===== config.mk =====
export PLATFORM = sky130hd
export DESIGN_NAME = video_gen
export DESIGN_NICKNAME = d
export VERILOG_FILES = /design/src/video_gen_pkg.sv /design/src/video_bitmap_fetch.sv /design/src/video_gen.sv /design/src/video_regs.sv /design/src/video_timing.sv
export VERILOG_INCLUDE_DIRS = /design/src
export SDC_FILE = /design/constraint.sdc
export NUM_CORES = 1
export LEC_CHECK = 0
export BUFFER_PORTS_ARGS = -buffer_cell sky130_fd_sc_hd__buf_2
export CAP_MARGIN = 25
export CORE_MARGIN = 8
export CORE_UTILIZATION = 30
export CTS_BUF_LIST = sky130_fd_sc_hd__clkbuf_2 sky130_fd_sc_hd__clkbuf_4 sky130_fd_sc_hd__clkbuf_8
export DETAILED_ROUTE_END_ITERATION = 8
export GPL_TIMING_DRIVEN = 0
export PLACE_DENSITY = 0.54
export SYNTH_ARGS = -nofsm -noshare
export SYNTH_HDL_FRONTEND = slang
export SYNTH_SLANG_ARGS = --single-unit

===== constraint.sdc =====
create_clock -name clk -period 3.2 [get_ports clk]
set_input_delay 0.48 -clock clk [delete_from_list [all_inputs] [get_ports clk]]
set_output_delay 0.48 -clock clk [all_outputs]
set_load 0.1 [all_outputs]

===== src/video_gen_settings.svh =====
// raster geometry and pixel pipeline constants, included by the video RTL and its testbench
`ifndef VIDEO_GEN_SETTINGS_SVH
`define VIDEO_GEN_SETTINGS_SVH

// horizontal timing in pixel clocks, blanking comes first in the line
`define H_FRONT         4
`define H_SYNC          4
`define H_BACK          8
`define H_VISIBLE       32
`define H_OFFSCREEN     (`H_FRONT + `H_SYNC + `H_BACK)
`define H_TOTAL         (`H_OFFSCREEN + `H_VISIBLE)

// vertical timing in lines, same order
`define V_FRONT         1
`define V_SYNC          1
`define V_BACK          2
`define V_VISIBLE       8
`define V_OFFSCREEN     (`V_FRONT + `V_SYNC + `V_BACK)
`define V_TOTAL         (`V_OFFSCREEN + `V_VISIBLE)

// pixel path
`define FETCH_LEAD      4       // first vram read, clocks ahead of column 0
`define PIXEL_LATENCY   3       // clocks from raw counters to pixel out

`endif


===== src/video_gen_pkg.sv =====
// shared data types of the video generator, imported by the RTL modules and the testbench
package video_gen_pkg;

    typedef logic [15:0] word_t;        // bus and vram data
    typedef logic [15:0] addr_t;        // vram word address
    typedef logic [7:0]  color_t;       // palette index
    typedef logic [5:0]  hres_t;        // horizontal count
    typedef logic [3:0]  vres_t;        // vertical count
    typedef logic [3:0]  reg_num_t;

    // host visible register numbers
    typedef enum reg_num_t {
        VID_CTRL     = 4'h0,
        VID_INTR     = 4'h1,
        VID_LEFT     = 4'h2,
        VID_RIGHT    = 4'h3,
        SCANLINE     = 4'h4,            // read only
        VID_HSIZE    = 4'h5,            // read only
        VID_VSIZE    = 4'h6,            // read only
        PA_GFX_CTRL  = 4'h8,
        PA_DISP_ADDR = 4'h9,
        PA_LINE_LEN  = 4'hA
    } reg_num_e;

    // playfield control word, either as bus data or as its fields
    typedef union packed {
        word_t raw;
        struct packed {
            color_t     colorbase;      // xor applied to every bitmap pixel
            logic       blank;          // playfield off, border only
            logic [6:0] unused;
        } f;
    } gfx_ctrl_u;

endpackage


===== src/video_bitmap_fetch.sv =====
// 8 bpp bitmap playfield that tracks the line address, prefetches vram words and shifts out indices
`include "video_gen_settings.svh"

module video_bitmap_fetch
    import video_gen_pkg::*;
(
    input  wire logic       clk,
    input  wire logic       reset_i,
    input  wire hres_t      h_count_i,
    input  wire logic       v_visible_i,
    input  wire logic       end_of_line_i,
    input  wire logic       end_of_frame_i,
    input  wire color_t     border_color_i,
    input  wire hres_t      vid_left_i,
    input  wire hres_t      vid_right_i,
    input  wire color_t     pa_colorbase_i,
    input  wire logic       pa_blank_i,
    input  wire addr_t      pa_disp_addr_i,
    input  wire word_t      pa_line_len_i,
    input  wire word_t      vram_data_i,
    output      logic       vram_sel_o,
    output      addr_t      vram_addr_o,
    output      color_t     color_index_o
);

    localparam hres_t H_START     = hres_t'(`H_OFFSCREEN);
    localparam hres_t FETCH_START = hres_t'(`H_OFFSCREEN - `FETCH_LEAD);
    localparam hres_t FETCH_END   = hres_t'(`H_OFFSCREEN - `FETCH_LEAD + `H_VISIBLE);

    addr_t                          line_addr;      // word of column 0 on this line
    hres_t                          fetch_offset;   // clocks into the fetch window
    logic                           in_fetch;
    logic                           rd_pending;     // vram data valid this cycle
    word_t                          fetch_word;     // next word for the shifter
    word_t                          shifter;        // current pixel in high byte
    hres_t                          col;            // visible column at raw count
    logic                           col_visible;
    logic                           in_window;
    color_t                         pixel;
    color_t [`PIXEL_LATENCY-1:0]    pix_pipe;

    always_ff @(posedge clk) begin
        if (reset_i) begin
            line_addr <= '0;
        end else if (end_of_frame_i) begin
            line_addr <= pa_disp_addr_i;
        end else if (end_of_line_i && v_visible_i) begin
            line_addr <= line_addr + pa_line_len_i;
        end
    end

    // one read every second clock across the window
    assign fetch_offset = h_count_i - FETCH_START;
    assign in_fetch     = v_visible_i && (h_count_i >= FETCH_START) && (h_count_i < FETCH_END);
    assign vram_sel_o   = in_fetch && !fetch_offset[0];
    assign vram_addr_o  = line_addr + addr_t'(fetch_offset[5:1]);

    always_ff @(posedge clk) begin
        if (reset_i) begin
            rd_pending <= 1'b0;
        end else begin
            rd_pending <= vram_sel_o;
        end
    end

    // shifter gives column x its byte at raw count H_START + x
    always_ff @(posedge clk) begin
        if (rd_pending) begin
            fetch_word <= vram_data_i;
        end
        if (col[0]) begin
            shifter <= fetch_word;                  // next word after the odd column
        end else begin
            shifter <= {shifter[7:0], 8'h00};
        end
    end

    assign col         = h_count_i - H_START;
    assign col_visible = v_visible_i && (h_count_i >= H_START);
    assign in_window   = (col >= vid_left_i) && (col < vid_right_i);

    always_comb begin
        pixel = border_color_i;                     // border skips the colorbase xor
        if (col_visible && in_window && !pa_blank_i) begin
            pixel = shifter[15:8] ^ pa_colorbase_i;
        end
    end

    // match the delayed blanks from the timing block
    always_ff @(posedge clk) begin
        if (reset_i) begin
            pix_pipe <= '0;
        end else begin
            pix_pipe <= {pix_pipe[`PIXEL_LATENCY-2:0], pixel};
        end
    end

    assign color_index_o = pix_pipe[`PIXEL_LATENCY-1];

    // reads stay inside the fetch window of a visible line
    assert property (@(posedge clk) disable iff (reset_i)
        vram_sel_o |-> v_visible_i && (fetch_offset < hres_t'(`H_VISIBLE)));

endmodule


===== src/video_gen.sv =====
// video generator top level joining raster timing, register bank and bitmap playfield
module video_gen
    import video_gen_pkg::*;
(
    input  wire logic       clk,
    input  wire logic       reset_i,
    input  wire logic       wb_cyc_i,
    input  wire logic       wb_stb_i,
    input  wire logic       wb_we_i,
    input  wire reg_num_t   wb_adr_i,
    input  wire word_t      wb_dat_i,
    output      word_t      wb_dat_o,
    output      logic       wb_ack_o,
    output      logic       video_intr_o,
    output      logic       vram_sel_o,
    output      addr_t      vram_addr_o,
    input  wire word_t      vram_data_i,
    output      color_t     color_index_o,
    output      logic       h_blank_o,
    output      logic       v_blank_o,
    output      logic       hsync_o,
    output      logic       vsync_o,
    output      logic       dv_de_o
);

    hres_t      h_count;
    vres_t      v_count;
    logic       v_visible;
    logic       end_of_line;
    logic       end_of_frame;
    logic       end_of_visible;
    color_t     border_color;
    hres_t      vid_left;
    hres_t      vid_right;
    color_t     pa_colorbase;
    logic       pa_blank;
    addr_t      pa_disp_addr;
    word_t      pa_line_len;

    video_timing video_timing_inst (
        .clk             (clk),
        .reset_i         (reset_i),
        .h_count_o       (h_count),
        .v_count_o       (v_count),
        .h_visible_o     (),                    // fetch decodes columns itself
        .v_visible_o     (v_visible),
        .end_of_line_o   (end_of_line),
        .end_of_frame_o  (end_of_frame),
        .end_of_visible_o(end_of_visible),
        .h_blank_o       (h_blank_o),
        .v_blank_o       (v_blank_o),
        .hsync_o         (hsync_o),
        .vsync_o         (vsync_o),
        .dv_de_o         (dv_de_o)
    );

    video_regs video_regs_inst (
        .clk             (clk),
        .reset_i         (reset_i),
        .wb_cyc_i        (wb_cyc_i),
        .wb_stb_i        (wb_stb_i),
        .wb_we_i         (wb_we_i),
        .wb_adr_i        (wb_adr_i),
        .wb_dat_i        (wb_dat_i),
        .v_count_i       (v_count),
        .end_of_visible_i(end_of_visible),
        .wb_dat_o        (wb_dat_o),
        .wb_ack_o        (wb_ack_o),
        .video_intr_o    (video_intr_o),
        .border_color_o  (border_color),
        .vid_left_o      (vid_left),
        .vid_right_o     (vid_right),
        .pa_colorbase_o  (pa_colorbase),
        .pa_blank_o      (pa_blank),
        .pa_disp_addr_o  (pa_disp_addr),
        .pa_line_len_o   (pa_line_len)
    );

    video_bitmap_fetch video_bitmap_fetch_inst (
        .clk             (clk),
        .reset_i         (reset_i),
        .h_count_i       (h_count),
        .v_visible_i     (v_visible),
        .end_of_line_i   (end_of_line),
        .end_of_frame_i  (end_of_frame),
        .border_color_i  (border_color),
        .vid_left_i      (vid_left),
        .vid_right_i     (vid_right),
        .pa_colorbase_i  (pa_colorbase),
        .pa_blank_i      (pa_blank),
        .pa_disp_addr_i  (pa_disp_addr),
        .pa_line_len_i   (pa_line_len),
        .vram_data_i     (vram_data_i),
        .vram_sel_o      (vram_sel_o),
        .vram_addr_o     (vram_addr_o),
        .color_index_o   (color_index_o)
    );

endmodule


===== src/video_regs.sv =====
// Wishbone classic slave holding the video configuration registers and the frame interrupt
`include "video_gen_settings.svh"

module video_regs
    import video_gen_pkg::*;
(
    input  wire logic       clk,
    input  wire logic       reset_i,
    input  wire logic       wb_cyc_i,
    input  wire logic       wb_stb_i,
    input  wire logic       wb_we_i,
    input  wire reg_num_t   wb_adr_i,
    input  wire word_t      wb_dat_i,
    input  wire vres_t      v_count_i,
    input  wire logic       end_of_visible_i,
    output      word_t      wb_dat_o,
    output      logic       wb_ack_o,
    output      logic       video_intr_o,
    output      color_t     border_color_o,
    output      hres_t      vid_left_o,
    output      hres_t      vid_right_o,
    output      color_t     pa_colorbase_o,
    output      logic       pa_blank_o,
    output      addr_t      pa_disp_addr_o,
    output      word_t      pa_line_len_o
);

    logic       bus_req;                // new access not yet acked
    logic       bus_wr;
    reg_num_e   reg_sel;
    gfx_ctrl_u  wr_ctrl;                // bus word split into fields
    gfx_ctrl_u  rd_ctrl;
    word_t      rd_data;

    assign bus_req     = wb_cyc_i && wb_stb_i && !wb_ack_o;
    assign bus_wr      = bus_req && wb_we_i;
    assign reg_sel     = reg_num_e'(wb_adr_i);
    assign wr_ctrl.raw = wb_dat_i;

    always_ff @(posedge clk) begin
        if (reset_i) begin
            wb_ack_o       <= 1'b0;
            video_intr_o   <= 1'b0;
            border_color_o <= 8'h08;                // dark grey
            vid_left_o     <= '0;
            vid_right_o    <= hres_t'(`H_VISIBLE);
            pa_colorbase_o <= '0;
            pa_blank_o     <= 1'b1;                 // playfield starts off
            pa_disp_addr_o <= '0;
            pa_line_len_o  <= word_t'(`H_VISIBLE / 2);   // one line of 8 bpp words
        end else begin
            wb_ack_o     <= bus_req;
            video_intr_o <= end_of_visible_i || (bus_wr && reg_sel == VID_INTR);
            if (bus_wr) begin
                case (reg_sel)
                    VID_CTRL:     border_color_o <= wb_dat_i[7:0];
                    VID_LEFT:     vid_left_o     <= hres_t'(wb_dat_i);
                    VID_RIGHT:    vid_right_o    <= hres_t'(wb_dat_i);
                    PA_GFX_CTRL: begin
                        pa_colorbase_o <= wr_ctrl.f.colorbase;
                        pa_blank_o     <= wr_ctrl.f.blank;
                    end
                    PA_DISP_ADDR: pa_disp_addr_o <= wb_dat_i;
                    PA_LINE_LEN:  pa_line_len_o  <= wb_dat_i;
                    default: begin
                    end
                endcase
            end
        end
    end

    // read-back mux
    always_comb begin
        rd_ctrl.raw         = '0;
        rd_ctrl.f.colorbase = pa_colorbase_o;
        rd_ctrl.f.blank     = pa_blank_o;
        rd_data             = '0;                   // unused numbers read 0
        case (reg_sel)
            VID_CTRL:     rd_data = {8'h00, border_color_o};
            VID_LEFT:     rd_data = word_t'(vid_left_o);
            VID_RIGHT:    rd_data = word_t'(vid_right_o);
            SCANLINE:     rd_data = word_t'(v_count_i);     // live line
            VID_HSIZE:    rd_data = word_t'(`H_VISIBLE);
            VID_VSIZE:    rd_data = word_t'(`V_VISIBLE);
            PA_GFX_CTRL:  rd_data = rd_ctrl.raw;
            PA_DISP_ADDR: rd_data = pa_disp_addr_o;
            PA_LINE_LEN:  rd_data = pa_line_len_o;
            default: begin
            end
        endcase
    end

    always_ff @(posedge clk) begin
        if (bus_req && !wb_we_i) begin
            wb_dat_o <= rd_data;                    // valid with ack
        end
    end

    // ack lasts a single clock
    assert property (@(posedge clk) disable iff (reset_i)
        wb_ack_o |=> !wb_ack_o);

endmodule


===== src/video_timing.sv =====
// raster counters with sync, blank and event decode; blank and sync leave delayed to match pixels
`include "video_gen_settings.svh"

module video_timing
    import video_gen_pkg::*;
(
    input  wire logic   clk,
    input  wire logic   reset_i,
    output      hres_t  h_count_o,
    output      vres_t  v_count_o,
    output      logic   h_visible_o,
    output      logic   v_visible_o,
    output      logic   end_of_line_o,
    output      logic   end_of_frame_o,
    output      logic   end_of_visible_o,
    output      logic   h_blank_o,
    output      logic   v_blank_o,
    output      logic   hsync_o,
    output      logic   vsync_o,
    output      logic   dv_de_o
);

    localparam hres_t H_LAST     = hres_t'(`H_TOTAL - 1);
    localparam hres_t H_SYNC_ON  = hres_t'(`H_FRONT);
    localparam hres_t H_SYNC_OFF = hres_t'(`H_FRONT + `H_SYNC);
    localparam hres_t H_START    = hres_t'(`H_OFFSCREEN);
    localparam vres_t V_LAST     = vres_t'(`V_TOTAL - 1);
    localparam vres_t V_LAST_VIS = vres_t'(`V_OFFSCREEN + `V_VISIBLE - 1);
    localparam vres_t V_SYNC_ON  = vres_t'(`V_FRONT);
    localparam vres_t V_SYNC_OFF = vres_t'(`V_FRONT + `V_SYNC);
    localparam vres_t V_START    = vres_t'(`V_OFFSCREEN);

    logic                               hsync_raw;
    logic                               vsync_raw;
    logic [4:0]                         sig_now;        // blanks, syncs, de at raw count
    logic [`PIXEL_LATENCY-1:0][4:0]     sig_pipe;

    always_ff @(posedge clk) begin
        if (reset_i) begin
            h_count_o <= '0;
            v_count_o <= '0;
        end else if (end_of_line_o) begin
            h_count_o <= '0;
            v_count_o <= end_of_frame_o ? '0 : v_count_o + 1'b1;
        end else begin
            h_count_o <= h_count_o + 1'b1;
        end
    end

    assign h_visible_o      = (h_count_o >= H_START);
    assign v_visible_o      = (v_count_o >= V_START);
    assign hsync_raw        = (h_count_o >= H_SYNC_ON) && (h_count_o < H_SYNC_OFF);
    assign vsync_raw        = (v_count_o >= V_SYNC_ON) && (v_count_o < V_SYNC_OFF);
    assign end_of_line_o    = (h_count_o == H_LAST);
    assign end_of_frame_o   = end_of_line_o && (v_count_o == V_LAST);
    assign end_of_visible_o = end_of_line_o && (v_count_o == V_LAST_VIS);   // last pixel shown

    assign sig_now = {~h_visible_o, ~v_visible_o, hsync_raw, vsync_raw,
                      h_visible_o && v_visible_o};

    // delay line so blank and sync line up with color_index
    always_ff @(posedge clk) begin
        if (reset_i) begin
            sig_pipe <= {`PIXEL_LATENCY{5'b11000}};        // blanked without sync
        end else begin
            sig_pipe <= {sig_pipe[`PIXEL_LATENCY-2:0], sig_now};
        end
    end

    assign {h_blank_o, v_blank_o, hsync_o, vsync_o, dv_de_o} = sig_pipe[`PIXEL_LATENCY-1];

    // the line counter never passes the last count of the line
    assert property (@(posedge clk) disable iff (reset_i)
        h_count_o <= H_LAST);

endmodule

==> key figures, run 1 <==
Critical path
  • Critical Path Slowest Stage Cell: dfxtp_4
  • Critical Path End Type: primary output
  • Worst Path Class, Setup: reg2out
  • Startpoint Class: register
  • Worst-path fanout max: 4
  • CP startpoint: video_timing_inst.h_count_o[2]
  • Reg2reg start: video_timing_inst.h_count_o[0]
  • Crit-path max cell delay: approximately 0.41 ns
  • CP required: roughly 2.7 ns
  • Worst-path cell chain: clkinvlp_4, ha_4, ha_4, a21oi_2, o21bai_1, a21oi_2, buf_6, nor2_4, and3_4, xor2_4, buf_12
  • WP data arrival: 2.79 ns

Yosys
  • Post-synth cell types: 61
  • Syn_nets: 927
  • Area leader, netlist: dfxtp_1
  • Most area-consuming cells after synthesis: dfxtp_1, edfxtp_1, ha_1
  • Post-synth ARST share: 0
  • Register area share after synthesis: 0.4777
  • #FFs+latches synth: 177
  • Post-synth top area share: 0.3589
  • Post-Syn Area per Cell: a little under 10 sq um
  • Yosys warning total: 0
  • Ys flop type: dfxtp_1
  • Post-synth EDFFs: 32
  • Mapped Cells: about 840
  • Synth Cell Area: about 0.0081 sq mm

Outcome
  • Failing checks: setup timing
  • Outcome: finished, violations left

Timing
  • RSZ-0062 raised after global routing: yes
  • Max Clk Rate: 305.6 MHz
  • Post-layout min period: 3.272 ns
  • Rel. slew slack: 0.4587
  • Fin Setup TNS: -0.1952 ns
  • Final worst setup slack: -0.07208 ns
  • Final hold viol count: 0
  • Worst Skew: between 0.02 and 0.025 ns
  • Fin Hold WS: ~0.16 ns
  • Setup violators final: 7
  • Worst Tran Pin Value: between 0.8 and 0.9 ns
  • Tcrit/Tclk final: 1.023
  • Pins Over Slew Limit: 0

Floorplan
  • Row count: 60
  • Die Wd: ~180 microns
  • Core ar.: about 0.027 sq mm
  • Initial Utilization: 0.3026
  • Boundary pin count: just under 90
  • Die Ht: between 150 and 200 microns
  • Die area: ~0.032 sq mm

CTS
  • CTS root buf: clkbuf_8
  • Clk_lat worst skew: 0.49 ns
  • Clock Path Buffers: 2
  • Num CTS Buffers: 17
  • Clock tree from TritonCTS: yes
  • CTS Sinks: around 180
  • Worst-path clk slew: ~0.11 ns
  • Htree depth: 4

Power and ir drop
  • VDD IR max: 0.0002328 V
  • Leakage: 4.036 nW
  • Pwr per Cell Area: around 430 mW/mm^2

Job
  • Max Cap Viol: 0

Route
  • Final wirelength: 23,470 microns
  • Vias after detailed routing: 6,378
  • 1st-pass router iterations: 5
  • Drt wl/cell: ~18 microns
  • Post-route ant nets: 0
  • Iter 0 DRT Violations: about 500
  • DR DRC count: 0
  • DR vias/cell: a little under 5

Placement
  • Port-buffer cells: 86
  • Pre-CTS setup slack: -0.7003 ns
  • Detailed Place HPWL: 17,940 microns
  • RD Place Congestion: ~0.86
  • Cell Area, Placed: between 0.009 and 0.01 sq mm

Global routing
  • Grt ovf: 0
  • Initial antenna violation count: 2
  • First-pass GRT wire length: around 36,000 microns
  • Largest net degree at the start of global routing: 20
  • All-Layer GR Usage: 0.1431
  • Number of global-route vias before repair: 6,158

Final layout
  • Nets: approximately 1,000
  • Final core occ: 0.3700
  • # diodes: 0
  • Fill count: 2,726
  • Final Cell Area: 0.009889 sq mm
  • Share of post-route cells with drive strength above 1: 0.2196
  • Area grow syn2layout: 22.28%

Hold path
  • HP Class: in2reg
  • HP Start: vram_data_i[15]
worst paths after layout:
path,depth (start not counted),slack [ns],endpoint
min reg2reg,1,0.42,video_timing_inst.sig_pipe[8]
min,1,0.16,video_bitmap_fetch_inst.fetch_word[15]
max,11,-0.07,vram_addr_o[11]
max reg2reg,11,0.48,video_bitmap_fetch_inst.pix_pipe[1]
where the power goes:
| part | switching (mW) | leakage [nW] | total (mW) | internal [mW] |
|---|---|---|---|---|
| Clock | 0.967 | 0.202 | 1.57 | 0.604 |
| Sequential | 0.0179 | 1.46 | 2.31 | 2.29 |
| Combinational | 0.234 | 2.37 | 0.327 | 0.0933 |
| Total | 1.22 | 4.04 | 4.21 | 2.99 |
final cells by class:
| type | count | area (sq um) | area share |
|---|---|---|---|
| sequential | 177 | 3877 | 0.3921 |
| clock buffer | 18 | 241.5 | 0.02442 |
| tap | 341 | 426.7 | 0.04314 |
| inverter | 29 | 112.6 | 0.01139 |
| buffer | 48 | 229.0 | 0.02315 |
| timing repair buffer | 96 | 676.9 | 0.06845 |
| multi-input combinational | 588 | 4161 | 0.4208 |
| clock inverter | 14 | 163.9 | 0.01657 |
flip-flops by register name, indices dropped and copies added, names as in the netlist, 4 cells and up:
register                               flops
video_bitmap_fetch_inst.fetch_word        16
video_bitmap_fetch_inst.line_addr         16
video_bitmap_fetch_inst.pix_pipe          16
video_bitmap_fetch_inst.shifter           16
video_regs_inst.pa_disp_addr_o            16
video_regs_inst.pa_line_len_o             16
video_regs_inst.wb_dat_o                  16
video_timing_inst.sig_pipe                10
video_bitmap_fetch_inst.color_index_o      8
video_regs_inst.border_color_o             8
video_regs_inst.pa_colorbase_o             8
video_regs_inst.vid_left_o                 6
video_regs_inst.vid_right_o                6
video_timing_inst.h_count_o                6
video_timing_inst.v_count_o                4
logic make-up (layout without fill, tap and decap cells):
logic type / after synthesis / in the layout / synth area share
fa+ha+maj: 44 / 44 / 0.06993
flops: 177 / 177 / 0.4777
mux: 53 / 53 / 0.06714
buf+inv: 77 / 205 / 0.04161
xor+xnor: 40 / 40 / 0.04332
simple gates: 284 / 284 / 0.1649
compound gates: 167 / 167 / 0.1354
cell usage after synthesis, types with 15 or more instances:
master,instances
dfxtp_1,145
xor2_1,17
a21oi_1,70
nand3_1,15
nor2b_1,28
clkbuf_1,23
a22oi_1,15
mux2i_1,43
inv_1,29
ha_1,42
edfxtp_1,32
nand2_1,107
xnor2_1,23
nor2_1,73
what timing repair did:
action / in CTS / in global routing
setup buffers: 4 / 5
hold buffers: 0 / 0
setup endpoints to repair: 13 / 14
gates resized for setup: 51 / 22
pin swaps: 4 / 8
layout by cell type, fill, tap and decap left out, drive strengths merged, types with 15 or more instances in the layout:
master	Yosys	final
nand2	107	107
nand3	15	15
dfxtp	145	145
xor2	17	17
mux2i	43	43
a21oi	71	71
nor2b	28	28
ha	42	42
xnor2	23	23
nor2	73	73
o21ai	15	15
inv	29	36
edfxtp	32	32
a22oi	15	15
buf	25	121
clkbuf	23	41
layer usage:
metal  up-vias  global-route usage  part of all wire
met2       178              0.2217              0.44
met5         -                   0            0.0013
met4         4             0.05357             0.027
met1      3011              0.1898              0.47
met3        38             0.03528             0.057
li1       3147                   -                 -
metrics by stage:
stage                     total power, mW  instances
after floorplan                     2.556        842
after global routing                4.367       1311
after detailed placement            2.672       1270
final                               4.205       1311
after CTS                           4.245       1306
after global placement              2.670       1269
worst max-delay path: cells and delay by family, from the launching register on:
family / cells / cell delay [ns]
XOR/XNOR: 1 / 0.17
flip-flops: 1 / 0.41
adder cells (fa/ha/maj): 2 / 0.58
AND/OR/NAND/NOR: 2 / 0.37
AO/OA/AOI/OAI: 3 / 0.30
buffers and inverters: 3 / 0.47
Power figures use the tool's default switching activity.
==> run 2: changes to the inputs <==
--- a/config.mk
+++ b/config.mk
@@ -13,7 +13,7 @@
 export CTS_BUF_LIST = sky130_fd_sc_hd__clkbuf_2 sky130_fd_sc_hd__clkbuf_4 sky130_fd_sc_hd__clkbuf_8
 export DETAILED_ROUTE_END_ITERATION = 8
 export GPL_TIMING_DRIVEN = 0
-export PLACE_DENSITY = 0.54
+export PLACE_DENSITY = 0.48
 export SYNTH_ARGS = -nofsm -noshare
 export SYNTH_HDL_FRONTEND = slang
 export SYNTH_SLANG_ARGS = --single-unit
==> run 2 against run 1 <==
Compared with the run above:
- the flow still finishes with violations (setup timing)
- worst hold slack worse by 0.0044 ns
- count of clock-buffer cells in the layout decreased by 1
- die area did not move
- clock power about the same
- global-route usage rose by 0.54 points
- design area is 0.72% higher
- total power rose by 0.69%
- via count up 0.41%
- combinational power rose by 1%
- routed wire length grew 2.4%
- sequential power about the same
- first-iteration DRC count is 9.7% lower
- largest cell class unchanged
- largest power group unchanged
==> key figures, run 2 (synthesized netlist as in run 1, its figures left out) <==
Route
  • Vias after detailed routing: 6,404 (+0.41%)
  • Post-route ant nets: 0 (unchanged)
  • Drt wl/cell: 18.27 microns (+2.1%)
  • Met3 Routed Length: 1184 microns (-11%)
  • DR vias/cell: 4.870 (+0.10%)
  • Met1 wire length: 11,260 microns (+1.9%)
  • DR DRC count: 0 (unchanged)
  • Met2 routed WL: 11,250 microns (+8.0%)
  • Final wirelength: 24,030 microns (+2.4%)
  • Max layer used: met5
  • 1st-pass router iterations: 5 (unchanged)
  • Iter 0 DRT Violations: 439 (-9.7%)

CTS
  • Worst-path clk slew: 0.12 ns (about the same)
  • Clk_lat worst skew: 0.49 ns (about the same)
  • CTS root buf: clkbuf_8
  • CTS Sinks: 177 (unchanged)
  • Hold bufs inserted after CTS: 0 (unchanged)
  • Clock Path Buffers: 2 (unchanged)
  • Htree depth: 4 (unchanged)
  • Num CTS Buffers: 17 (unchanged)
  • Clock tree from TritonCTS: yes

Critical path
  • WP data arrival: 2.76 ns (-0.03 ns)
  • Worst Path Class, Setup: reg2out
  • Worst-path cell chain: clkinvlp_4, ha_4, ha_4, a21oi_4, o21bai_2, a21o_1, nor2b_4, nand2_2, xnor2_4, buf_12
  • Cells on worst reg2reg path: 11 (unchanged)
  • WP buf/inv: 2 (-1)
  • CP required: 2.72 ns (about the same)
  • CP Depth: 10 (-1)
  • Critical Path Slowest Stage Cell: dfxtp_4
  • Crit-path leading delay family: adder cells
  • Startpoint Class: register
  • Critical Path End Type: primary output
  • Worst-path fanout max: 4 (unchanged)
  • Crit-path max cell delay: 0.41 ns (about the same)
  • Top cell by count, worst path: ha_4

Timing
  • Post-layout min period: 3.238 ns (-0.03425 ns)
  • Fin Setup TNS: -0.08988 ns (+0.1053 ns)
  • Worst Skew: 0.01749 ns (-0.002880 ns)
  • Pins Over Slew Limit: 0 (unchanged)
  • Final worst setup slack: -0.03783 ns (+0.03425 ns)
  • Fin Hold WS: 0.1530 ns (-0.004374 ns)
  • Setup violators final: 3 (-4)
  • Max Clk Rate: 308.8 MHz (+1.1%)
  • Tcrit/Tclk final: 1.012 (-0.01070)
  • Rel. slew slack: 0.4981 (+0.03948)
  • Final hold viol count: 0 (unchanged)
  • RSZ-0062 raised after global routing: yes
  • Worst Tran Pin Value: 0.7528 ns (-0.05922 ns)

Floorplan
  • Die Ht: 180.2 microns (unchanged)
  • Boundary pin count: 89 (unchanged)
  • Die area: 0.03247 sq mm (unchanged)
  • Initial Utilization: 0.3026 (unchanged)
  • Core ar.: 0.02673 sq mm (unchanged)
  • Row count: 60 (unchanged)
  • Die Wd: 180.2 microns (unchanged)

Placement
  • RD Place Congestion: 0.8645 (+1.0%)
  • Detailed Place HPWL: 18,240 microns (+1.7%)
  • Pre-CTS setup slack: -0.6555 ns (+0.04480 ns)
  • Cell Area, Placed: 0.009126 sq mm (-0.14%)
  • Post-Place Cells: 1,270 (unchanged)
  • Port-buffer cells: 86 (unchanged)

Global routing
  • Largest net degree at the start of global routing: 21 (+5.0%)
  • Initial antenna violation count: 2 (unchanged)
  • First-pass GRT wire length: 37,290 microns (+4.0%)
  • All-Layer GR Usage: 0.1486 (+0.005423)
  • Grt ovf: 0 (unchanged)
  • Number of global-route vias before repair: 6,152 (-0.097%)

Final layout
  • Final Cell Area: 0.009961 sq mm (+0.72%)
  • Commonest non-fill, non-tap cells in the layout: dfxtp_1, nand2_1, buf_2
  • Commonest non-fill, non-tap cell in the layout: dfxtp_1
  • Nets: 1,046 (+0.38%)
  • # diodes: 0 (unchanged)
  • Area grow syn2layout: 23.16%
  • Final core occ: 0.3727 (+0.002669)
  • Share of post-route cells with drive strength above 1: 0.2279 (+0.008338)
  • Final Non-Filler Cells: 1,315 (+0.31%)

Outcome
  • Outcome: finished, violations left
  • Failing checks: setup timing

Power and ir drop
  • VDD IR max: 0.0002151 V (-7.6%)
  • Pwr per Cell Area: 425.1 mW/mm^2 (about the same)
  • Leakage: 4.078 nW (+1.1%)
  • Overall power: 4.234 mW (+0.69%)

Hold path
  • Hold Path Cell Cnt: 1 (unchanged)
  • HP Class: in2reg

Job
  • Max Cap Viol: 0 (unchanged)
## run 2: changes by cell type in the layout (fill, tap and decap cells not counted), sizes merged
cell    previous run  this run
buf              121       125
inv               36        35
clkinv             5         7
clkbuf            41        40
## run 2: worst reg2reg max path, stage by stage, from the launching register on
cell	delay, ns
dfxtp_1	0.38
clkbuf_2	0.32
inv_1	0.15
ha_1	0.30
nand2b_1	0.14
a21o_1	0.17
a21o_1	0.17
a21oi_1	0.22
o21a_1	0.29
buf_2	0.25
o21bai_1	0.10
o311a_1	0.14
## run 2: area by class of cell
type	instances	area, sq um
Clock buffer	17	234.0
Fill cell	2742	16760
Multi-Input combinational cell	588	4213
Sequential cell	177	3877
Timing Repair Buffer	100	685.7
Buffer	48	229.0
Inverter	29	112.6
Tap cell	341	426.7
Clock inverter	15	182.7
## run 2: worst paths after layout
check,slack [ns],startpoint,to
setup reg to reg,0.48,video_timing_inst.h_count_o[0],video_bitmap_fetch_inst.pix_pipe[6]
setup / recovery,-0.04,video_timing_inst.h_count_o[2],vram_addr_o[10]
hold / removal,0.15,vram_data_i[3],video_bitmap_fetch_inst.fetch_word[3]
hold reg to reg,0.42,video_timing_inst.sig_pipe[8],video_timing_inst.v_blank_o
## run 2: report_power, final
part | internal [mW] | switching, mW
Clock | 0.602 | 0.994
Combinational | 0.0960 | 0.235
Sequential | 2.29 | 0.0177
Total | 2.99 | 1.25
## run 2: repair_timing
action	in CTS	in global routing
pin swaps	12	6
setup endpoints to repair	14	19
buffers inserted	9	5
gates resized for setup	62	19
## run 2: routing by layer
layer,up-vias,global-route usage
met2,155,0.2439
met1,3060,0.1939
met4,2,0.04001
met3,24,0.03286
met5,-,0
li1,3163,-
